$ cat src/source/cpu_pkg.sv
// shared types only; pipeline structs are packed, so their field order is the bit layout
`default_nettype none

package cpu_pkg;

    // data path word
    typedef logic [31:0] word_t;

    // register write and forwarding source
    typedef enum logic [1:0] {
        WB_ALU  = 2'd0,
        WB_NPC  = 2'd1,
        WB_LOAD = 2'd2,
        WB_IMM  = 2'd3
    } wb_src_t;

    // execute/memory pipeline register
    typedef struct packed {
        logic        reg_wen;
        wb_src_t     wb_src;
        logic        halt;
        logic        dren;
        logic        dwen;
        logic        atomic;
        logic        beq;
        logic        bne;
        logic        zero;
        // predicted outcome from fetch
        logic        branch_taken;
        logic        emergency_flush;
        logic        jump_sel;
        logic [4:0]  rw;
        word_t       pc;
        word_t       npc;
        word_t       port_a;
        word_t       port_b;
        word_t       port_o;
        word_t       imm_ext;
        word_t       branch_addr;
        word_t       instruction;
    } execute_t;

    // memory/writeback pipeline register
    typedef struct packed {
        logic        reg_wen;
        wb_src_t     wb_src;
        logic        halt;
        logic [4:0]  rw;
        word_t       npc;
        word_t       port_o;
        word_t       imm_ext;
        word_t       dmemload;
    } memory_t;

endpackage

`default_nettype wire

$ cat src/source/memory_stage_if.sv
// no handshake; ihit, freeze and flush are plain strobes and dhit marks returned data
`timescale 1ns/1ps
`default_nettype none

interface memory_stage_if
    import cpu_pkg::*;
();

    // pipeline control from the top
    logic      ihit;
    logic      freeze;
    logic      flush;

    // pipeline registers
    execute_t  execute_p;
    memory_t   memory_p;

    // data memory request
    logic      dmem_ren;
    logic      dmem_wen;
    word_t     dmem_addr;
    word_t     dmem_store;
    logic      atomic;

    // data memory response
    word_t     dmem_load;
    logic      dhit;

    modport latch (
        input  ihit, freeze, flush,
        output execute_p
    );

    modport mem (
        input  ihit, freeze, flush, execute_p, dmem_load, dhit,
        output memory_p, dmem_ren, dmem_wen, dmem_addr, dmem_store, atomic
    );

    // atomic reaches the memory port with no reservation behind it
    modport ram (
        input  dmem_ren, dmem_wen, dmem_addr, dmem_store, atomic,
        output dmem_load, dhit
    );

    modport wb (
        input  memory_p
    );

endinterface

`default_nettype wire

$ cat src/source/writeback_stage.sv
// halted is sticky until reset; register writes are suppressed on a halt entry
`timescale 1ns/1ps
`default_nettype none

module writeback_stage
    import cpu_pkg::*;
(
    input  logic               CLK,
    input  logic               nRST,
    memory_stage_if.wb         mif,
    output logic               reg_wen,
    output logic [4:0]         reg_dest,
    output word_t              reg_data,
    output logic               halted
);

    memory_t mp;

    assign mp       = mif.memory_p;
    assign reg_wen  = mp.reg_wen & ~mp.halt;
    assign reg_dest = mp.rw;

    // register write data
    always_comb begin
        case (mp.wb_src)
            WB_ALU:  reg_data = mp.port_o;
            WB_NPC:  reg_data = mp.npc;
            WB_LOAD: reg_data = mp.dmemload;
            WB_IMM:  reg_data = mp.imm_ext;
        endcase
    end

    always_ff @(posedge CLK, negedge nRST) begin
        if (!nRST) begin
            halted <= 1'b0;
        end else if (mp.halt) begin
            halted <= 1'b1;
        end
    end

endmodule

`default_nettype wire

$ cat src/flat_wrapper.sv
// flat-port wrapper written by rule: the top's interface ports become plain ports
module writeback_stage_flat import cpu_pkg::*;
  (CLK, nRST, reg_wen, reg_dest, reg_data, halted, mif_memory_p);
  memory_stage_if mif_i ();
  input  logic CLK;
  input  logic nRST;
  output logic reg_wen;
  output logic [4:0] reg_dest;
  output word_t reg_data;
  output logic halted;
  input wire logic [$bits(mif_i.memory_p)-1:0] mif_memory_p;
  assign mif_i.memory_p = mif_memory_p;
  writeback_stage u_core (.CLK(CLK), .nRST(nRST), .mif(mif_i), .reg_wen(reg_wen), .reg_dest(reg_dest), .reg_data(reg_data), .halted(halted));
endmodule
$ cat config.mk
export PLATFORM = sky130hd
export DESIGN_NAME = writeback_stage_flat
export DESIGN_NICKNAME = d
export VERILOG_FILES = /design/src/source/cpu_pkg.sv /design/src/source/memory_stage_if.sv /design/src/source/writeback_stage.sv /design/src/flat_wrapper.sv
export SDC_FILE = /design/constraint.sdc
export NUM_CORES = 1
export LEC_CHECK = 0
export ABC_AREA = 1
export BUFFER_PORTS_ARGS = -buffer_cell sky130_fd_sc_hd__buf_4
export CAP_MARGIN = 20
export CORE_MARGIN = 4
export CORE_UTILIZATION = 25
export CTS_CLUSTER_SIZE = 28
export DETAILED_ROUTE_END_ITERATION = 7
export PLACE_DENSITY = 0.79
export SLEW_MARGIN = 20
export SYNTH_ARGS = -nofsm -noshare
export SYNTH_HDL_FRONTEND = slang
export SYNTH_SLANG_ARGS = --single-unit
$ cat constraint.sdc
create_clock -name CLK -period 0.8 [get_ports CLK]
set_input_delay 0.2 -clock CLK [delete_from_list [all_inputs] [get_ports CLK]]
set_output_delay 0.2 -clock CLK [all_outputs]
set_load 0.03 [all_outputs]
* Yosys cells after proc, flatten, opt, wreduce, memory -nomap -nowiden
Cells that the tools add are included.
Operators by class: equal/unequal tests 3, multiplexer cells 1, bitwise operators 2, reductions and logical operators 1
Operators with widths (count):
- $pmux W32 S4 | 1
- $eq A2 B2 Y1 const B | 2
- $eq A2 B1 Y1 const B | 1
- $logic_not A2 Y1 | 1
- $and A1 B1 Y1 | 1
- $not A1 Y1 | 1
Word-level totals: flip-flop bits (word level) 1, bits of input ports 139, output and inout bits 39, logic and storage cells 8

* Logic depth before layout (Yosys ltp)
depth after elaboration 2, gate-level depth with buffers 4

* Worst setup path after synthesis
OpenSTA, ideal clock, no wires.
path type in2out, start point in mif_memory_p[134], end point out reg_data[27], data arrival time 0.892 ns, data required time 0.600 ns, path slack -0.292 ns, stages on the path 4, cell sequence buf_4 -> buf_4 -> nand3_1 -> nand4_1
On the way: longest elaborated chain between the ends 2
RTL lines:
- start: declaration | RTL line flat_wrapper.sv:11 | input wire logic [$bits(mif_i.memory_p)-1:0] mif_memory_p;
- $eq A2 B2 Y1 (tied with other cells) | RTL line writeback_stage.sv:25 | case (mp.wb_src)
- $pmux W32 S4 (*) | RTL line writeback_stage.sv:25
- end: declaration | RTL line flat_wrapper.sv:9 | output word_t reg_data;
Every way passes the cells marked *; elsewhere a longest branch is shown, timed or not.

* Worst setup path after layout
start point in mif_memory_p[134], end point out reg_data[23]
Same word-level chain as after synthesis.

==> results.sh <==
export IMPL_top_regs="u_core.halted: 1 flops"
export IMPL_worst_endpoint_required_ns=0.60
export IMPL_maxCapViolCount=0
export IMPL_rsz0062_at_grt="yes"
export IMPL_setup_tns_ns=-11.79
export IMPL_yosysTopAreaCell="nand3_1"
export IMPL_synth_xor_area_share=0
export IMPL_setup_viol_count_final=32
export IMPL_final_cell_count_no_fill=401
export IMPL_synth_compound_area_share=0
export IMPL_ys_seq_area_frac=0.02353
export IMPL_timing_hold_violations_final=0
export IMPL_largest_register="u_core.halted"
export IMPL_area_growth_pct=154.5
export IMPL_drive_gt1_frac=0.5869
export IMPL_worstSkewPairLatency_ns=0
export IMPL_grt_max_degree=34
export IMPL_drc=0
export IMPL_pin_count=178
export IMPL_status="complete, but fails checks"
export IMPL_synth_seq_cells=1
export IMPL_fin_util=0.6670
export IMPL_firstDrtPassIters=4
export IMPL_largest_reg_flops=1
export IMPL_routedWlPerCell_um=16.20
export IMPL_syn_area_mm2=0.001064
export IMPL_synth_top_family_by_area="simple AND/OR/NAND/NOR gates"
export IMPL_grt_pass1_wl_mm=9.970
export IMPL_die_h_um=73.23
export IMPL_rows=23
export IMPL_start_util=0.2621
export IMPL_layout_nets=492
export IMPL_syn_nets=334
export IMPL_antenna_left=0
export IMPL_port_buffers=167
export IMPL_grt_overflow=0
export IMPL_drt_iter0_markers=107
export IMPL_yosysWarningCount=0
export IMPL_peakVddDrop_mv=0.4917
export IMPL_antenna_found_initial=0
export IMPL_dp_cells=395
export IMPL_core_mm2=0.004058
export IMPL_die_x_um=73.23
export IMPL_grt_util_all_layers=0.2260
export IMPL_report_final_slew_viol_count=0
export IMPL_clock_skew_ns=0
export IMPL_postSynthCellCount=195
export IMPL_finalCriticalPeriod_ns=1.215
export IMPL_end_kind="output pin"
export IMPL_critical_path_class="input pin to output pin"
export IMPL_synth_simple_area_share=0.7682
export IMPL_crit_fanout=5
export IMPL_yosysUniqueCellTypes=11
export IMPL_die_area_mm2=0.005362
export IMPL_cellLeakagePower_nw=1.321
export IMPL_hpwl_mm=4.373
export IMPL_synth_top_area_frac=0.4518
export IMPL_synthAdderAreaFrac=0
export IMPL_fill_cells=357
export IMPL_powerDensity_mw_per_mm2=727.6
export IMPL_syn_area_per_cell_um2=5.454
export IMPL_fin_crit_sh=1.519
export IMPL_fmax_mhz=823.1
export IMPL_vias=2134
export IMPL_violations="setup timing"
export IMPL_place_congestion=0.8380
export IMPL_via_per_inst=5.322
export IMPL_worstMarginPinSlew_ns=0.2101
export IMPL_max_slew_margin=0.8600
export IMPL_first_global_vias=2186
export IMPL_diodes=0
export IMPL_min_path_type="input pin to output pin"
export IMPL_synthMuxAreaShare=0
export IMPL_cp_arrival_ns=1.01
export IMPL_synth_area_leaders="nand3_1, nand4_1, nand2_1, buf_4, buf_6"
export IMPL_wl_mm=6.495
export IMPL_crit_path_start_kind="input pin"
export IMPL_finalWorstSetupSlack_ns=-0.4149
-- cell type report --
class                   instances  area (um2)  share of cell area
inverters                       3       16.27            0.006010
repair buffers                184        1687              0.6232
flip-flops and latches          1       26.28            0.009709
well taps                      50       62.56             0.02312
multi-input cells             163       914.6              0.3380
-- worst max-delay path, cell delays in order --
cell     delay (ns)
buf_12         0.12
nor2_4         0.15
buf_6          0.15
buf_16         0.12
nand2_1        0.05
nand4_1        0.08
buf_6          0.14
-- power breakdown --
group	switching (mW)	leakage [nW]	internal (mW)
clock network	0	0	0
registers	0.0000000000000000579	0.00843	0.0515
logic	0.909	1.31	1.01
total	0.909	1.32	1.06
-- repair_timing --
item / in CTS / in global routing
pin swaps: 20 / 3
endpoints found under the hold margin: 1 / 0
setup buffers: 3 / 1
hold buffers: 1 / 0
endpoints found under the setup margin: 32 / 32
cloned: 4 / 0
gates resized for setup: 54 / 5
-- cell usage after synthesis, drive strengths merged --
library cell / n
nand3: 96
dfrtp: 1
or2: 1
nand2: 32
inv: 3
nor2: 2
nand4: 32
buf: 28
-- layout by cell type (no fill, tap or decap) --
master | Yosys | layout
or2_4 | 0 | 1
nand3_1 | 96 | 84
buf_12 | 0 | 7
nor2_4 | 0 | 1
nor2_2 | 1 | 1
inv_4 | 0 | 2
buf_16 | 0 | 4
buf_6 | 6 | 36
nand4_1 | 32 | 32
nand2_1 | 32 | 27
nand2_4 | 0 | 3
buf_4 | 13 | 136
inv_1 | 3 | 1
nand2_2 | 0 | 2
dlygate4sd3_1 | 0 | 1
dfrtp_2 | 0 | 1
nand3_2 | 0 | 12
-- stage by stage --
stage / worst slack, ns / area (um2) / hold WS [ns] / power (mW)
floorplan: -0.2340 / 1214 / -0.09559 / 0.9335
global placement: -0.4346 / 2411 / -0.02462 / 1.697
detailed placement: -0.4467 / 2411 / -0.02298 / 1.711
CTS: -0.3917 / 2711 / 0.4002 / 1.969
global route: -0.4673 / 2706 / 0.4000 / 2.084
finish: -0.4149 / 2706 / 0.4000 / 1.969
-- cells by family (layout without fill, tap and decap cells) --
logic type             after synthesis  count (layout)
buffers and inverters               31             187
flip-flops                           1               1
AND/OR/NAND/NOR                    163             163
-- final timing paths --
path | from | to | slack, ns | depth (start not counted)
max | mif_memory_p[134] | reg_data[23] | -0.41 | 7
min | mif_memory_p[130] | reg_dest[2] | 0.40 | 0
max reg2reg | u_core.halted$_DFFE_PN0P_ | u_core.halted$_DFFE_PN0P_ | 0.08 | 1
min reg2reg | u_core.halted$_DFFE_PN0P_ | u_core.halted$_DFFE_PN0P_ | 0.47 | 1
max in group asynchronous | nRST | u_core.halted$_DFFE_PN0P_ | 0.18 | 2
min in group asynchronous | nRST | u_core.halted$_DFFE_PN0P_ | 0.53 | 2
-- layer usage --
| layer | routed length [um] | global-route usage | vias up |
|---|---|---|---|
| li1 | - | - | 1029 |
| met1 | 2337 | 0.2590 | 1004 |
| met3 | 547 | 0.02617 | 6 |
| met4 | 61 | 0.02049 | 0 |
| met2 | 3548 | 0.4518 | 95 |
| met5 | 0 | 0 | - |
(Power assumes the default switching activity.)
