### config.mk
export PLATFORM = sky130hd
export DESIGN_NAME = memory_stage_flat
export DESIGN_NICKNAME = d
export VERILOG_FILES = /design/src/source/cpu_pkg.sv /design/src/source/memory_stage_if.sv /design/src/source/memory_stage.sv /design/src/flat_wrapper.sv
export SDC_FILE = /design/constraint.sdc
export NUM_CORES = 1
export LEC_CHECK = 0
export BUFFER_PORTS_ARGS = -buffer_cell sky130_fd_sc_hd__buf_2
export CORE_AREA = 2 2 266 268
export CTS_BUF_LIST = sky130_fd_sc_hd__clkbuf_8
export DETAILED_ROUTE_END_ITERATION = 8
export DIE_AREA = 0 0 268 270
export GPL_TIMING_DRIVEN = 0
export PLACE_DENSITY = 0.34
export SKIP_LAST_GASP = 1
export SYNTH_ARGS = -nofsm -noshare
export SYNTH_HDL_FRONTEND = slang
export SYNTH_SLANG_ARGS = --single-unit
### constraint.sdc
create_clock -name CLK -period 0.8 [get_ports CLK]
set_input_delay 0.04 -clock CLK [delete_from_list [all_inputs] [get_ports CLK]]
set_output_delay 0.04 -clock CLK [all_outputs]
set_load 0.05 [all_outputs]
### src/source/cpu_pkg.sv
// shared types only; pipeline structs are packed, so their field order is the bit layout
`default_nettype none

package cpu_pkg;

    // data path word
    typedef logic [31:0] word_t;

    // register write and forwarding source
    typedef enum logic [1:0] {
        WB_ALU  = 2'd0,
        WB_NPC  = 2'd1,
        WB_LOAD = 2'd2,
        WB_IMM  = 2'd3
    } wb_src_t;

    // execute/memory pipeline register
    typedef struct packed {
        logic        reg_wen;
        wb_src_t     wb_src;
        logic        halt;
        logic        dren;
        logic        dwen;
        logic        atomic;
        logic        beq;
        logic        bne;
        logic        zero;
        // predicted outcome from fetch
        logic        branch_taken;
        logic        emergency_flush;
        logic        jump_sel;
        logic [4:0]  rw;
        word_t       pc;
        word_t       npc;
        word_t       port_a;
        word_t       port_b;
        word_t       port_o;
        word_t       imm_ext;
        word_t       branch_addr;
        word_t       instruction;
    } execute_t;

    // memory/writeback pipeline register
    typedef struct packed {
        logic        reg_wen;
        wb_src_t     wb_src;
        logic        halt;
        logic [4:0]  rw;
        word_t       npc;
        word_t       port_o;
        word_t       imm_ext;
        word_t       dmemload;
    } memory_t;

endpackage

`default_nettype wire

### src/source/memory_stage_if.sv
// no handshake; ihit, freeze and flush are plain strobes and dhit marks returned data
`timescale 1ns/1ps
`default_nettype none

interface memory_stage_if
    import cpu_pkg::*;
();

    // pipeline control from the top
    logic      ihit;
    logic      freeze;
    logic      flush;

    // pipeline registers
    execute_t  execute_p;
    memory_t   memory_p;

    // data memory request
    logic      dmem_ren;
    logic      dmem_wen;
    word_t     dmem_addr;
    word_t     dmem_store;
    logic      atomic;

    // data memory response
    word_t     dmem_load;
    logic      dhit;

    modport latch (
        input  ihit, freeze, flush,
        output execute_p
    );

    modport mem (
        input  ihit, freeze, flush, execute_p, dmem_load, dhit,
        output memory_p, dmem_ren, dmem_wen, dmem_addr, dmem_store, atomic
    );

    // atomic reaches the memory port with no reservation behind it
    modport ram (
        input  dmem_ren, dmem_wen, dmem_addr, dmem_store, atomic,
        output dmem_load, dhit
    );

    modport wb (
        input  memory_p
    );

endinterface

`default_nettype wire

### src/source/memory_stage.sv
// single-cycle data memory assumed; fwd_data gives zero for loads since data is not back yet
`timescale 1ns/1ps
`default_nettype none

module memory_stage
    import cpu_pkg::*;
(
    input  logic               CLK,
    input  logic               nRST,
    memory_stage_if.mem        mif,
    output logic               branch_taken,
    output logic               branch_mispredict,
    output logic               jump_sel,
    output word_t              branch_addr,
    output word_t              jump_addr,
    output word_t              pc_out,
    output word_t              port_a_out,
    output word_t              fwd_data
);

    execute_t ep;
    memory_t  next_memory;
    word_t    dmemload_q;
    logic     is_branch;

    assign ep = mif.execute_p;

    // data memory request with stores blocked on halt
    assign mif.dmem_ren   = ep.dren;
    assign mif.dmem_wen   = ep.dwen & ~ep.halt;
    assign mif.dmem_addr  = ep.port_o;
    assign mif.dmem_store = ep.port_b;
    assign mif.atomic     = ep.atomic;

    // branch resolution
    assign is_branch    = ep.beq | ep.bne;
    assign branch_taken = (ep.beq & ep.zero) | (ep.bne & ~ep.zero);
    // a taken prediction under emergency flush also counts as a miss
    assign branch_mispredict = is_branch &
        ((ep.branch_taken != branch_taken) | (ep.branch_taken & ep.emergency_flush));

    assign branch_addr = ep.branch_addr;
    assign jump_sel    = ep.jump_sel;
    assign jump_addr   = {ep.npc[31:28], ep.instruction[25:0], 2'b00};
    assign pc_out      = ep.pc;
    assign port_a_out  = ep.port_a;

    // forwarding source
    always_comb begin
        case (ep.wb_src)
            WB_ALU:  fwd_data = ep.port_o;
            WB_NPC:  fwd_data = ep.npc;
            WB_LOAD: fwd_data = '0;
            WB_IMM:  fwd_data = ep.imm_ext;
        endcase
    end

    // hold load data until the next ihit moves it on
    always_ff @(posedge CLK, negedge nRST) begin
        if (!nRST) begin
            dmemload_q <= '0;
        end else if (mif.dhit) begin
            dmemload_q <= mif.dmem_load;
        end
    end

    always_comb begin
        next_memory.reg_wen  = ep.reg_wen;
        next_memory.wb_src   = ep.wb_src;
        next_memory.halt     = ep.halt;
        next_memory.rw       = ep.rw;
        next_memory.npc      = ep.npc;
        next_memory.port_o   = ep.port_o;
        next_memory.imm_ext  = ep.imm_ext;
        next_memory.dmemload = dmemload_q;
    end

    // memory/writeback register
    always_ff @(posedge CLK, negedge nRST) begin
        if (!nRST) begin
            mif.memory_p <= '0;
        end else if (mif.flush) begin
            mif.memory_p <= '0;
        end else if (!mif.freeze && mif.ihit) begin
            mif.memory_p <= next_memory;
        end
    end

endmodule

`default_nettype wire

### src/flat_wrapper.sv
// flat-port wrapper written by rule: the top's interface ports become plain ports
module memory_stage_flat import cpu_pkg::*;
  (CLK, nRST, branch_taken, branch_mispredict, jump_sel, branch_addr, jump_addr, pc_out, port_a_out, fwd_data, mif_ihit, mif_freeze, mif_flush, mif_execute_p, mif_dmem_load, mif_dhit, mif_memory_p, mif_dmem_ren, mif_dmem_wen, mif_dmem_addr, mif_dmem_store, mif_atomic);
  memory_stage_if mif_i ();
  input  logic CLK;
  input  logic nRST;
  output logic branch_taken;
  output logic branch_mispredict;
  output logic jump_sel;
  output word_t branch_addr;
  output word_t jump_addr;
  output word_t pc_out;
  output word_t port_a_out;
  output word_t fwd_data;
  input wire logic [$bits(mif_i.ihit)-1:0] mif_ihit;
  input wire logic [$bits(mif_i.freeze)-1:0] mif_freeze;
  input wire logic [$bits(mif_i.flush)-1:0] mif_flush;
  input wire logic [$bits(mif_i.execute_p)-1:0] mif_execute_p;
  input wire logic [$bits(mif_i.dmem_load)-1:0] mif_dmem_load;
  input wire logic [$bits(mif_i.dhit)-1:0] mif_dhit;
  output wire logic [$bits(mif_i.memory_p)-1:0] mif_memory_p;
  output wire logic [$bits(mif_i.dmem_ren)-1:0] mif_dmem_ren;
  output wire logic [$bits(mif_i.dmem_wen)-1:0] mif_dmem_wen;
  output wire logic [$bits(mif_i.dmem_addr)-1:0] mif_dmem_addr;
  output wire logic [$bits(mif_i.dmem_store)-1:0] mif_dmem_store;
  output wire logic [$bits(mif_i.atomic)-1:0] mif_atomic;
  assign mif_i.ihit = mif_ihit;
  assign mif_i.freeze = mif_freeze;
  assign mif_i.flush = mif_flush;
  assign mif_i.execute_p = mif_execute_p;
  assign mif_i.dmem_load = mif_dmem_load;
  assign mif_i.dhit = mif_dhit;
  assign mif_memory_p = mif_i.memory_p;
  assign mif_dmem_ren = mif_i.dmem_ren;
  assign mif_dmem_wen = mif_i.dmem_wen;
  assign mif_dmem_addr = mif_i.dmem_addr;
  assign mif_dmem_store = mif_i.dmem_store;
  assign mif_atomic = mif_i.atomic;
  memory_stage u_core (.CLK(CLK), .nRST(nRST), .mif(mif_i), .branch_taken(branch_taken), .branch_mispredict(branch_mispredict), .jump_sel(jump_sel), .branch_addr(branch_addr), .jump_addr(jump_addr), .pc_out(pc_out), .port_a_out(port_a_out), .fwd_data(fwd_data));
endmodule
Word-level counts from Yosys, hierarchy flattened. Cells that the tools add are included.

Bitwise logic cells: 10. Reductions and logical operators: 4. Multiplexer cells: 3. Equal/unequal tests: 4.

Operators with widths (number): 137-bit two-way mux (2); 32-bit case mux with 4 select lines (1); 1-bit AND (5); 2-bit == test (second input constant) (2); 1-bit OR (3); 2-bit by 1-bit == test with 1-bit output (second input constant) (1); 2-bit zero test (1); 1-bit inverter (2); 2-bit nonzero test (1); 1-bit logical AND (1); 1-bit zero test (1); 1-bit != test (1).

Flip-flop bits (word level): 169. Output and inout bits: 367. Logic and storage cells: 30. Input port bits: 312.

Depth between registers and ports, before layout.
Depth after elaboration: 6. Mapped depth: 6. Mapped depth without buffers: 3.

Worst setup path before layout. Ideal clock, no wire load.

Path type: in2out. Start: input mif_execute_p[271]. End: output fwd_data[11]. Arrival time: 1.600 ns. Required time: 0.760 ns. Slack: -0.840 ns. Path buffers: 2. Stages on the path: 4. Cells stage by stage: buf_4 clkbuf_4 mux2i_1 o21ai_0.

Word-level cells in the longest chain between the ends: 2. Elaborated cells between the ends (all ways): 5. Those cells by class: eq/ne (3); mux (1); reduce/logical (1).

Ends and longest elaborated chain: start, declared (line flat_wrapper.sv:18) `input wire logic [$bits(mif_i.execute_p)-1:0] mif_execute_p;`; 2-bit == test (tied with other cells) (line memory_stage.sv:50) `case (ep.wb_src)`; 32-bit case mux with 4 select lines * (line memory_stage.sv:50); end, declared (line flat_wrapper.sv:14) `output word_t fwd_data;`.

Mark *: on every way between the ends. The rest lies on a longest branch, timed or not.

Worst setup path after layout.
Start: register, netlist name u_core.mif.memory_p[49]. End: output mif_memory_p[49].

RTL lines: end, declared (line flat_wrapper.sv:21) `output wire logic [$bits(mif_i.memory_p)-1:0] mif_memory_p;`.

No word-level cell between the ends.

==> results by group <==
Run status
  – Status: finished, violations left
  – Failing checks: negative hold slack, negative setup slack

Route
  – DR pass1 iterations: 4
  – DRT iter0 DRCs: 244
  – Final wirelength: 46.2 mm
  – DRC violations left: 0
  – Vias/cell: 3.47
  – Vias: 9136
  – Wire per inst: between 15 and 20 um
  – Antenna Nets Post-Route: 0

Layout
  – Fill cell count: 7648
  – Commonest cells after routing, fill and taps aside: buf_2, nand2_1, buf_4, buf_6, dlygate4sd3_1
  – Commonest non-fill, non-tap cell in the layout: buf_2
  – Nets: 1988
  – Area Overhead vs Synth: 96.7%
  – Share of layout cells above drive strength 1: between 60% and 70%

CTS
  – CTS Sinks: 169
  – Clk buf depth: 2
  – TritonCTS Buffers: 17
  – CTS H-tree depth: 4
  – Clock-pin slew on the worst setup and hold paths: 0.12 ns
  – Skew-Pair Late Insertion Delay: about 0.57 ns
  – Hold Buf Count CTS: 143
  – CTS root buf: clkbuf_8
  – CTS tree: done

Yosys
  – Synth Area in Adders: 0%
  – Mapped Cells: slightly below 1000
  – Synth cell types: 20
  – Post-Synth XOR/XNOR Area: 0%
  – Synthesized area per cell: 9.00 um2
  – Compound-Gate Fraction of Synth Area: under 10%
  – Post-synthesis mux area share: 7.89%
  – Cell Area, Synth: approximately 8800 um2
  – Post-Synth Simple-Gate Area: between 10% and 20%
  – Sequential area share after synthesis: 48.2%
  – Synth warn: 0
  – Main combinational cell family by area after synthesis: buffers and inverters
  – Register bit count reported by yosys: 169

STA
  – Final setup viols: 170
  – Final Hold Violating Endpoints: 43
  – F_max: 811 MHz
  – Worst-margin pin slew: 0.588 ns
  – RSZ-0062 raised after global routing: yes
  – Final min period: 1.23 ns
  – Final Max Tran Viols: 0
  – Final worst setup slack: -0.433 ns
  – Layout Skew: roughly 0.0078 ns
  – Min Hold Slack: -0.0550 ns
  – Worst rel slew slack: 60.8%
  – Final setup TNS: -60.45 ns
  – Final Cycle Share: 154%

Worst setup path
  – Critical-path cell list: buf_12
  – FF-to-FF End: u_core.mif.memory_p[5]$_DFFE_PN0P_
  – Largest delay share family, worst path: flip-flops
  – Reg2Reg Setup Slack: 0 ns
  – Slowest library cell on the worst path: dfrtp_2
  – Critical Path AT: between 1 and 1.5 ns
  – Setup crit end kind: primary output
  – Worst path max stage delay: 0.45 ns
  – Bufs and invs on worst path: 1
  – Type of origin of the critical path: register
  – WP data required: approximately 0.76 ns
  – CP max FO: 2
  – RR Startpoint: u_core.mif.memory_p[5]$_DFFE_PN0P_
  – R2R depth: 3
  – Crit Path Class: reg -> out

Global route
  – Initial antenna violation count: 6
  – Vias in the first global route: 9395
  – Largest net degree at the start of global routing: 66
  – Grt ovf: 0
  – All-Layer GR Usage: ~13%
  – First-pass GRT wire length: 65.3 mm

Power
  – Max VDD drop: roughly 0.001 V
  – Leakage power: 7.91 nW
  – PD cells: approximately 1500 nW/um2
  – Power consumption: between 0.02 and 0.03 W

Placed design
  – Hpwl dp: 35.1 mm
  – Count of input and output buffers: 510
  – Gpl congestion: 0.771
  – Pre-CTS setup slack: -1.02 ns

Floorplan
  – Die height: 270 um
  – Die area: 72400 um2
  – DIE WIDTH: roughly 270 um
  – Core Area: 69500 um2
  – Starting density of the core: around 13%
  – I/O Pins: 679
  – Core Rows: 97

Min path
  – Min-Delay Path Class: in -> reg
  – Worst hold path endpoint: u_core.mif.memory_p[15]$_DFFE_PN0P_
  – Min-delay src: mif_freeze
  – Worst Hold Depth: 5

Run
  – Max cap viols: 0
==> cell families (layout without fill, tap and decap cells) <==
| family | after synthesis | in the layout |
|---|---|---|
| AOI/OAI and AO/OA | 170 | 170 |
| buffers and inverters | 256 | 970 |
| DFF | 169 | 169 |
| muxes | 65 | 65 |
| other | 1 | 5 |
| and+or+nand+nor | 313 | 313 |
==> flip-flops by register name (all words and copies together) (netlist names) <==
name	count
u_core.dmemload_q	32
u_core.mif.memory_p	137
==> through the flow <==
stage	util (%)	area, um2	instances
floorplan	-	9540	975
global placement	19.1	13300	2425
detailed placement	19.2	13300	2427
CTS	24.4	17000	2627
global route	24.8	17200	2632
finish	24.8	17200	2632
==> cell usage after synthesis (all sizes together) <==
library cell,number,share of area [%]
mux2i,32,3.7
dfrtp,169,48
and2,1,0.071
a21oi,137,7.8
or4b,1,0.11
conb,1,0.043
inv,1,0.043
nand3,1,0.057
clkbuf,19,0.86
buf,236,20
o21ai,33,1.9
mux2,33,4.2
nand4b,1,0.10
nand2b,1,0.071
nor2b,2,0.14
nand2,306,13
==> worst max-delay path by stage <==
stage	slack [ns]	to	cells past startpoint	from
CTS	-0.52	mif_memory_p[49]	1	u_core.mif.memory_p[49]$_DFFE_PN0P_
global placement	-3.94	u_core.mif.memory_p[9]$_DFFE_PN0P_	1	nRST
floorplan	-0.15	fwd_data[11]	2	mif_execute_p[272]
detailed placement	-1.02	u_core.mif.memory_p[65]$_DFFE_PN0P_	3	mif_flush
finish	-0.43	mif_memory_p[49]	1	u_core.mif.memory_p[49]$_DFFE_PN0P_
global route	-0.51	mif_memory_p[49]	1	u_core.mif.memory_p[49]$_DFFE_PN0P_
==> tightest hold or removal path: stages <==
cell and delay (ns):
buf_2 0.10, nor2b_1 0.05, buf_4 0.17, nand2_1 0.07
a21oi_1 0.05
==> layout make-up <==
class	instances	area [um2]	share of cell area [%]
inverters	1	6.26	0.0363
clock inverters	15	201	1.17
diodes	3	7.51	0.0435
clock buffers	17	234	1.36
repair buffers	685	5670	32.9
well taps	940	1180	6.82
multi-input cells	550	3630	21.1
flip-flops and latches	169	4400	25.5
plain buffers	252	1910	11.1
==> power breakdown <==
group,internal [W],switching [W]
registers,0.00907,0.000330
clock network,0.00296,0.00419
logic,0.00378,0.00624
total,0.0158,0.0108
==> per-layer routing <==
metal  vias up  GRT usage, %  wire (um)
li1       4374             -          -
met1      4430          15.3      19300
met2       296          22.0      23900
met3        32          2.98       2430
met4         4          3.88        626
met5         -             0         27
==> what timing repair did <==
action,CTS,global route
gates cloned,4,0
setup endpoints to repair,270,221
gates resized for setup,430,75
hold endpoints to repair,311,66
setup buffers,21,11
pin swaps,19,16
(Power assumes the default switching activity.)
