`src/source/cpu_pkg.sv`:
```
// shared types only; pipeline structs are packed, so their field order is the bit layout
`default_nettype none

package cpu_pkg;

    // data path word
    typedef logic [31:0] word_t;

    // register write and forwarding source
    typedef enum logic [1:0] {
        WB_ALU  = 2'd0,
        WB_NPC  = 2'd1,
        WB_LOAD = 2'd2,
        WB_IMM  = 2'd3
    } wb_src_t;

    // execute/memory pipeline register
    typedef struct packed {
        logic        reg_wen;
        wb_src_t     wb_src;
        logic        halt;
        logic        dren;
        logic        dwen;
        logic        atomic;
        logic        beq;
        logic        bne;
        logic        zero;
        // predicted outcome from fetch
        logic        branch_taken;
        logic        emergency_flush;
        logic        jump_sel;
        logic [4:0]  rw;
        word_t       pc;
        word_t       npc;
        word_t       port_a;
        word_t       port_b;
        word_t       port_o;
        word_t       imm_ext;
        word_t       branch_addr;
        word_t       instruction;
    } execute_t;

    // memory/writeback pipeline register
    typedef struct packed {
        logic        reg_wen;
        wb_src_t     wb_src;
        logic        halt;
        logic [4:0]  rw;
        word_t       npc;
        word_t       port_o;
        word_t       imm_ext;
        word_t       dmemload;
    } memory_t;

endpackage

`default_nettype wire

```
`src/source/memory_stage_if.sv`:
```
// no handshake; ihit, freeze and flush are plain strobes and dhit marks returned data
`timescale 1ns/1ps
`default_nettype none

interface memory_stage_if
    import cpu_pkg::*;
();

    // pipeline control from the top
    logic      ihit;
    logic      freeze;
    logic      flush;

    // pipeline registers
    execute_t  execute_p;
    memory_t   memory_p;

    // data memory request
    logic      dmem_ren;
    logic      dmem_wen;
    word_t     dmem_addr;
    word_t     dmem_store;
    logic      atomic;

    // data memory response
    word_t     dmem_load;
    logic      dhit;

    modport latch (
        input  ihit, freeze, flush,
        output execute_p
    );

    modport mem (
        input  ihit, freeze, flush, execute_p, dmem_load, dhit,
        output memory_p, dmem_ren, dmem_wen, dmem_addr, dmem_store, atomic
    );

    // atomic reaches the memory port with no reservation behind it
    modport ram (
        input  dmem_ren, dmem_wen, dmem_addr, dmem_store, atomic,
        output dmem_load, dhit
    );

    modport wb (
        input  memory_p
    );

endinterface

`default_nettype wire

```
`src/source/execute_latch.sv`:
```
// execute results arrive already formed at ex_in; flush beats freeze, freeze beats ihit
`timescale 1ns/1ps
`default_nettype none

module execute_latch
    import cpu_pkg::*;
(
    input  logic               CLK,
    input  logic               nRST,
    memory_stage_if.latch      mif,
    input  execute_t           ex_in
);

    execute_t next_execute;

    // pick the next register value
    always_comb begin
        next_execute = mif.execute_p;
        if (mif.flush) begin
            next_execute = '0;
        end else if (mif.freeze) begin
            next_execute = mif.execute_p;
        end else if (mif.ihit) begin
            next_execute = ex_in;
        end
    end

    // execute/memory register
    always_ff @(posedge CLK, negedge nRST) begin
        if (!nRST) begin
            mif.execute_p <= '0;
        end else begin
            mif.execute_p <= next_execute;
        end
    end

endmodule

`default_nettype wire

```
`src/flat_wrapper.sv`:
```
// flat-port wrapper written by rule: the top's interface ports become plain ports
module execute_latch_flat import cpu_pkg::*;
  (CLK, nRST, ex_in, mif_ihit, mif_freeze, mif_flush, mif_execute_p);
  memory_stage_if mif_i ();
  input  logic CLK;
  input  logic nRST;
  input  execute_t ex_in;
  input wire logic [$bits(mif_i.ihit)-1:0] mif_ihit;
  input wire logic [$bits(mif_i.freeze)-1:0] mif_freeze;
  input wire logic [$bits(mif_i.flush)-1:0] mif_flush;
  output wire logic [$bits(mif_i.execute_p)-1:0] mif_execute_p;
  assign mif_i.ihit = mif_ihit;
  assign mif_i.freeze = mif_freeze;
  assign mif_i.flush = mif_flush;
  assign mif_execute_p = mif_i.execute_p;
  execute_latch u_core (.CLK(CLK), .nRST(nRST), .mif(mif_i), .ex_in(ex_in));
endmodule
```
`config.mk`:
```
export PLATFORM = sky130hd
export DESIGN_NAME = execute_latch_flat
export DESIGN_NICKNAME = d
export VERILOG_FILES = /design/src/source/cpu_pkg.sv /design/src/source/memory_stage_if.sv /design/src/source/execute_latch.sv /design/src/flat_wrapper.sv
export SDC_FILE = /design/constraint.sdc
export NUM_CORES = 1
export LEC_CHECK = 0
export BUFFER_PORTS_ARGS = -buffer_cell sky130_fd_sc_hd__buf_2
export CAP_MARGIN = 20
export CELL_PAD_IN_SITES_DETAIL_PLACEMENT = 2
export CELL_PAD_IN_SITES_GLOBAL_PLACEMENT = 2
export CORE_MARGIN = 3
export CORE_UTILIZATION = 27
export DETAILED_ROUTE_END_ITERATION = 16
export HOLD_SLACK_MARGIN = 0.08
export PLACE_DENSITY = 0.79
export RECOVER_POWER = 25
export SLEW_MARGIN = 20
export SYNTH_ARGS = -nofsm -noshare
export SYNTH_HDL_FRONTEND = slang
export SYNTH_SLANG_ARGS = --single-unit
```
`constraint.sdc`:
```
create_clock -name CLK -period 0.8 [get_ports CLK]
set_clock_uncertainty 0.15 [all_clocks]
set_input_delay 0 -clock CLK [delete_from_list [all_inputs] [get_ports CLK]]
set_output_delay 0 -clock CLK [all_outputs]
set_load 0.1 [all_outputs]
```
### After elaboration in Yosys (flattened, before gate mapping)

Index checks and enable logic that the tools add are counted.
W data, S select, Z words.

| word-level totals | value |
|---|---|
| input bits | 279 |
| word-level logic and storage cells | 27 |
| bits in registers | 274 |

| cells by class | value |
|---|---|
| muxes and demuxes | 3 |
| reduce and logical (&&, ||, !) cells | 2 |
| eq/ne operators | 1 |

Operators with widths:

| cell | number |
|---|---|
| $mux W274 | 3 |
| $ne A2 B1 Y1 const B | 1 |
| $reduce_and A2 Y1 | 1 |
| $reduce_bool A2 Y1 | 1 |

### Longest topological paths before layout

Gate-level depths: netlist of run 1.

| depth | value |
|---|---|
| depth in word-level cells | 3 |
| mapped depth | 5 |
| mapped depth without buffers | 2 |

### Worst setup path before layout of run 1

Ideal clock, no wire load.

| path | value |
|---|---|
| path kind | flip-flop to flip-flop |
| from | register u_core.mif.execute_p[0] (netlist name) |
| to | register u_core.mif.execute_p[0] (netlist name) |
| cell stages (with the launch flop) | 3 |
| data arrival time | 1.133 ns |
| slack | -0.566 ns |
| path through | dfrtp_1 nand2b_1 o21ai_0 |

### Worst setup path in the final report of run 1

| path | value |
|---|---|
| from | register u_core.mif.execute_p[194] (netlist name) |
| to | output mif_execute_p[194] |

RTL lines:

| what | RTL line | text |
|---|---|---|
| end, declared | flat_wrapper.sv:11 | `output wire logic [$bits(mif_i.execute_p)-1:0] mif_execute_p;` |

No word-level cell between the ends.

==> reports/metrics.cfg, run 1 <==
[run_status]
status = complete, but fails checks
violations = hold timing, setup timing

[cells_and_area]
largest_register = u_core.mif.execute_p
fin_nets = 2413
nFillCells = 4306
multi_input_area_um2 = 8249
largest_reg_flops = 274
layout_common_cells = 311 x buf_12, 278 x dlygate4sd3_1, 274 x nand4bb_1, 274 x buf_2, 274 x dfrtp_4
drive_above_1_share_pct = 63.56
instances_no_fill = 2835
reg_top3 = u_core.mif.execute_p (274)
layout_commonest_cell = buf_12
seqCellArea_um2 = 7885
area_delta_synth_final_pct = 117.8

[worst_setup_path]
crit_type = flip-flop to output port
crit_chain = buf_12
start_kind = flip-flop
cpPeakStageDelay_ns = 0.55
worst-path-max-fanout = 2
cp-end-kind = output port
required_ns = 0.65
critPathTopFamily = flip-flops
worstPathArrival_ns = 1.29
slowest_stage = dfrtp_4
cp_num_buf_inv = 1

[global_routing]
grt.met3_usage_pct = 8.119
grt_util_met2_pct = 65.91
grt_pass1_wl_um = 140400
grt_start_max_net_pins = 55
grt_util_all_layers_pct = 36.05
overflow = 0
grt_use_met1_pct = 38.30
grt_pass1_vias = 17980
grt_most_used_layer = met2
grt_antenna_before_repair = 12

[logic_synthesis]
ys_seq_area_share_pct = 50.22
synth_top_cell_by_area = dfrtp_1
syn_area_per_cell_um2 = 10.94
syn_nets = 1527
synth_area_um2 = 13650
synth_cells = 1248
synth.distinct_cells = 10
synthTopCellsByArea = dfrtp_1 50%, nand4bb_1 23%, nand2b_1 13%, o21ai_0 5.8%, o21ai_1 4.3%
netlist.area_leader.share_pct = 50.22
synth_seq_cells = 274
ys_warn_count = 0

[placement]
dp_hpwl_um = 48800
gp_congestion = 0.7873
port_buffers = 552
dp.cells = 2409

[clock_network]
cts-root-buf = clkbuf_16
clk_latency_ns = 0.54
tritoncts = done
cts_buffers = 36
path_clk_slew_ns = 0.07
htreeDepth = 2
clkSinkCount = 274
clk_path_buf_depth = 3
ctsHoldBuffers = 279

[die]
die_y_um = 230.9
coreArea_um2 = 49460
die_area_um2 = 53300
num_rows = 81
initial_core_util_pct = 27.60
die_w_um = 230.9
io_pins = 553

[detailed_routing]
initialDrtViolationCount = 1169
firstDrtPassIters = 5
via_per_inst = 5.535
wirelength_um = 112400
vias = 15690
wl_per_cell_um = 39.64
drc = 0
antenna_left = 0

[timing]
setup_slack_ns = -0.6442
max_freq_ghz = 0.6924
finalSetupViolCount = 578
hold_ws_ns = -0.8264
finalCritPeriodShare_pct = 180.5
hold_viol = 281
rsz0062_at_grt = yes
max_slew.worst_pin.slew_ns = 0.9207
tns_ns = -215.70
slew_headroom_pct = 38.62
post-route-min-period_ns = 1.444
drv_slew = 0

[power_and_ir_drop]
cellPowerDensity_nw_per_um2 = 1638
leakage_uw = 0.01214
max-vdd-ir-drop_v = 0.001367

[flow_run]
max_cap_viol_count = 0

[hold_path]
hp-class = input port to async pin

==> report_power, final <==
group	total, uW	leakage [uW]	internal, uW	switching [uW]
Sequential	16200	0.00323	14900	1250
Combinational	15500	0.00838	6250	9240
Clock	17100	0.000541	9160	7910
Total	48700	0.0121	30300	18400
==> kinds of logic (layout without fill, tap and decap cells) <==
kind of cell,Yosys count,in the layout,synth area share (%)
compound gates,274,274,10.04
buf+inv,151,1060,4.509
flops,274,274,50.22
other cells,0,14,0
simple gates,549,549,35.22
==> cell usage after synthesis <==
cell	instances
buf_1	7
buf_2	36
buf_4	1
clkbuf_1	107
dfrtp_1	274
nand2b_1	274
nand4bb_1	274
nor2b_2	1
o21ai_0	157
o21ai_1	117
==> cell type report <==
cell class                 count  area share (%)
clock inverter                 8          0.1515
antenna                       14          0.1178
timing repair buffer         999           39.13
multi-input combinational    823           27.74
clock buffer                  53           3.551
sequential                   274           26.52
tap                          664           2.794
==> metrics by stage <==
stage / worst slack, ns / power, uW / hold slack, ns / instance area [um^2] / util (%)
4_1_cts: -0.6821 / 45900 / -0.8347 / 28410 / 57.45
6_report: -0.6442 / 48700 / -0.8264 / 29740 / 60.13
5_1_grt: -0.6471 / 49560 / -0.8274 / 29730 / 60.11
3_3_place_gp: -0.2905 / 27740 / -0.2591 / 23030 / 46.57
3_5_place_dp: -0.3739 / 28120 / -0.2598 / 23030 / 46.57
2_1_floorplan: -0.2548 / 22350 / -0.4456 / 14680 / -
==> worst paths after layout <==
check	start	to	slack (ns)	cells past startpoint
setup / recovery	u_core.mif.execute_p[194]	mif_execute_p[194]	-0.64	1
hold / removal	nRST	u_core.mif.execute_p[166]	-0.83	1
setup reg to reg	u_core.mif.execute_p[175]	u_core.mif.execute_p[175]	-0.41	2
hold reg to reg	u_core.mif.execute_p[190]	u_core.mif.execute_p[190]	0.49	2
max in group asynchronous	nRST	u_core.mif.execute_p[162]	-0.26	3
min in group CLK	mif_flush	u_core.mif.execute_p[32]	-0.37	3
==> routing by layer <==
layer,up-vias,wire length [um]
li1,6286,-
met3,400,7059
met5,-,34
met4,6,8581
met1,8146,38410
met2,853,58310
==> what timing repair did <==
| item | in CTS | in global routing |
|---|---|---|
| pin swaps | 5 | 22 |
| buffers inserted | 57 | 35 |
| endpoints found under the setup margin | 548 | 578 |
| resized for setup | 208 | 217 |
| endpoints found under the hold margin | 548 | 421 |
(Power assumes the default switching activity.)
==> run 2: changes to the inputs <==
--- a/config.mk
+++ b/config.mk
@@ -9,7 +9,6 @@
 export CAP_MARGIN = 20
 export CELL_PAD_IN_SITES_DETAIL_PLACEMENT = 2
 export CELL_PAD_IN_SITES_GLOBAL_PLACEMENT = 2
-export CORE_MARGIN = 3
 export CORE_UTILIZATION = 27
 export DETAILED_ROUTE_END_ITERATION = 16
 export HOLD_SLACK_MARGIN = 0.08
==> run 2 against run 1 <==
The flow now stops in global routing (5_1_grt). Synthesized area did not move. Synthesized cell count did not move.
==> reports/metrics.cfg, run 2 <==
[timing]
crit_endpoint = mif_execute_p[48]
worst-ep-kind = output port

[clock_network]
clk_path_buf_depth = 3  ; unchanged
cts-root-buf = clkbuf_16
htreeDepth = 2  ; unchanged
clkSinkCount = 274  ; unchanged
cts_buffers = 37  ; +2.8%

[logic_synthesis]
synth_seq_cells = 274  ; unchanged
synth_cells = 1248  ; unchanged
synth_edf_count = 0  ; unchanged
ys.flop_type = dfrtp_1
synth.distinct_cells = 10  ; unchanged
synthArstFlopShare_pct = 100.0  ; unchanged
ys_top_cells_by_count = 274 x dfrtp_1, 274 x nand2b_1, 274 x nand4bb_1
synthTopCellsByArea = dfrtp_1 50%, nand4bb_1 23%, nand2b_1 13%, o21ai_0 5.8%, o21ai_1 4.3%
netlist.area_leader.share_pct = 50.22  ; unchanged
ys_warn_count = 0  ; unchanged
syn_nets = 1527  ; unchanged
synth_area_um2 = 13650  ; unchanged
syn_area_per_cell_um2 = 10.94  ; unchanged
ys_seq_area_share_pct = 50.22  ; unchanged
synth_top_cell_by_area = dfrtp_1

[global_routing]
grt_antenna_before_repair = 16
grt_util_all_layers_pct = 75.42
grt_start_max_net_pins = 69
overflow = 76

[die]
num_rows = 82  ; +1.2%
die_y_um = 226.9  ; -1.7%
initial_core_util_pct = 27.27  ; -0.34 points
die_w_um = 226.9  ; -1.7%
io_pins = 553  ; unchanged

[placement]
port_buffers = 552  ; unchanged
dp_hpwl_um = 47760  ; -2.1%
gp_congestion = 0.8018  ; +1.8%

[run_status]
error = [ERROR GRT-0232] Routing congestion too high. Check the congestion heatmap in the GUI.
status = did not finish
outcome.stop_stage = global routing (5_1_grt)

-- run 2: cell counts after synthesis --
No cell type changed its count.
-- run 2: layer usage --
layer  GRT overflow  global-route usage (%)
met5              0                   8.113
met4             46                   85.48
met3              0                   56.25
met2             30                   93.64
met1              0                   74.25
-- run 2: cell families after synthesis --
logic type      after synthesis  share of synthesized area [%]
flops                       274                          50.22
compound gates              274                          10.04
buf+inv                     151                          4.509
simple gates                549                          35.22
-- run 2: timing repair --
action	CTS
buffers inserted	48
resized for setup	204
setup endpoints to repair	548
endpoints found under the hold margin	548
hold buffers	286
pin swaps	11
-- run 2: per-stage QoR --
stage                     hold slack [ns]  instances  utilization (%)  cell area, um^2  setup slack (ns)
after floorplan                   -0.4456       1248                -            14680           -0.2548
after global placement            -0.2130       2426            46.28            23170           -0.3097
after detailed placement          -0.2164       2426            46.28            23170           -0.3674
after CTS                         -0.8054       2824            57.35            28710           -0.6319
==> run 3: changes to the inputs <==
--- a/config.mk
+++ b/config.mk
@@ -7,12 +7,10 @@
 export LEC_CHECK = 0
 export BUFFER_PORTS_ARGS = -buffer_cell sky130_fd_sc_hd__buf_2
 export CAP_MARGIN = 20
-export CELL_PAD_IN_SITES_DETAIL_PLACEMENT = 2
-export CELL_PAD_IN_SITES_GLOBAL_PLACEMENT = 2
-export CORE_UTILIZATION = 27
+export CORE_AREA = 2 2 214 216
 export DETAILED_ROUTE_END_ITERATION = 16
-export HOLD_SLACK_MARGIN = 0.08
-export PLACE_DENSITY = 0.79
+export DIE_AREA = 0 0 216 218
+export PLACE_DENSITY_LB_ADDON = 0.15
 export RECOVER_POWER = 25
 export SLEW_MARGIN = 20
 export SYNTH_ARGS = -nofsm -noshare
==> constraint.sdc (replaced) <==
create_clock -name CLK -period 1.05 [get_ports CLK]
set_clock_uncertainty 0.15 [all_clocks]
set_input_delay 0 -clock CLK [delete_from_list [all_inputs] [get_ports CLK]]
set_output_delay 0 -clock CLK [all_outputs]
set_load 0.1 [all_outputs]
==> run 3 against run 2 <==
The flow stops in clock tree synthesis (4_1_cts). Synthesized area stayed put. Synthesized cell count unchanged.
==> reports/metrics.cfg, run 3 <==
[clock_network]
cts-root-buf = clkbuf_16
cts_resized = 0  ; -100%
clkSinkCount = 274  ; unchanged
ctsHoldBuffers = 483  ; +69%
cts_setup_buffers = 5  ; -90%
htreeDepth = 1  ; -1
cts_buffers = 31  ; -16%
clk_path_buf_depth = 3  ; unchanged

[logic_synthesis]
synth_edf_count = 0  ; unchanged
yosys.area_share.simple_pct = 35.22  ; unchanged
synth_top_cell_by_area = dfrtp_1
syn_nets = 1527  ; unchanged
synth_mux_area_share_pct = 0  ; unchanged
netlist.area_leader.share_pct = 50.22  ; unchanged
syn_area_per_cell_um2 = 10.94  ; unchanged
synth-compound-area-share_pct = 10.04  ; unchanged
ys_warn_count = 0  ; unchanged
synthArstFlopShare_pct = 100.0  ; unchanged
synth-adder-area-share_pct = 0  ; unchanged
synth.distinct_cells = 10  ; unchanged
yosys.area_share.xor_xnor_pct = 0  ; unchanged
ys_seq_area_share_pct = 50.22  ; unchanged
synth_cells = 1248  ; unchanged
synth_area_um2 = 13650  ; unchanged
synthTopCellsByArea = dfrtp_1 50%, nand4bb_1 23%, nand2b_1 13%, o21ai_0 5.8%, o21ai_1 4.3%
synth_top_family_by_area = simple AND/OR/NAND/NOR gates
ys_top_cells_by_count = 274 x dfrtp_1, 274 x nand2b_1, 274 x nand4bb_1
ys.flop_type = dfrtp_1
synth_seq_cells = 274  ; unchanged

[die]
die_w_um = 216  ; -4.8%
io_pins = 553  ; unchanged
num_rows = 78  ; -4.9%
initial_core_util_pct = 30.41  ; +3.1 points
die_y_um = 218  ; -3.9%

[placement]
dp_hpwl_um = 37060  ; -22%
dp.cells = 2347  ; -3.3%
port_buffers = 552  ; unchanged
gp_congestion = 0.8068  ; +0.62%

[run_status]
outcome.stop_stage = clock tree synthesis (4_1_cts)
error = [ERROR RSZ-0060] Max buffer count reached.
status = did not finish

run 3: stage by stage:
stage | setup slack [ns] | instance area, um^2
2_1_floorplan | -0.05801 | 14680
3_3_place_gp | -0.05653 | 23130
3_5_place_dp | -0.08561 | 23130
run 3: kinds of logic after synthesis:
| group | Yosys count |
|---|---|
| AOI/OAI and AO/OA | 274 |
| DFF | 274 |
| and+or+nand+nor | 549 |
| buffers and inverters | 151 |
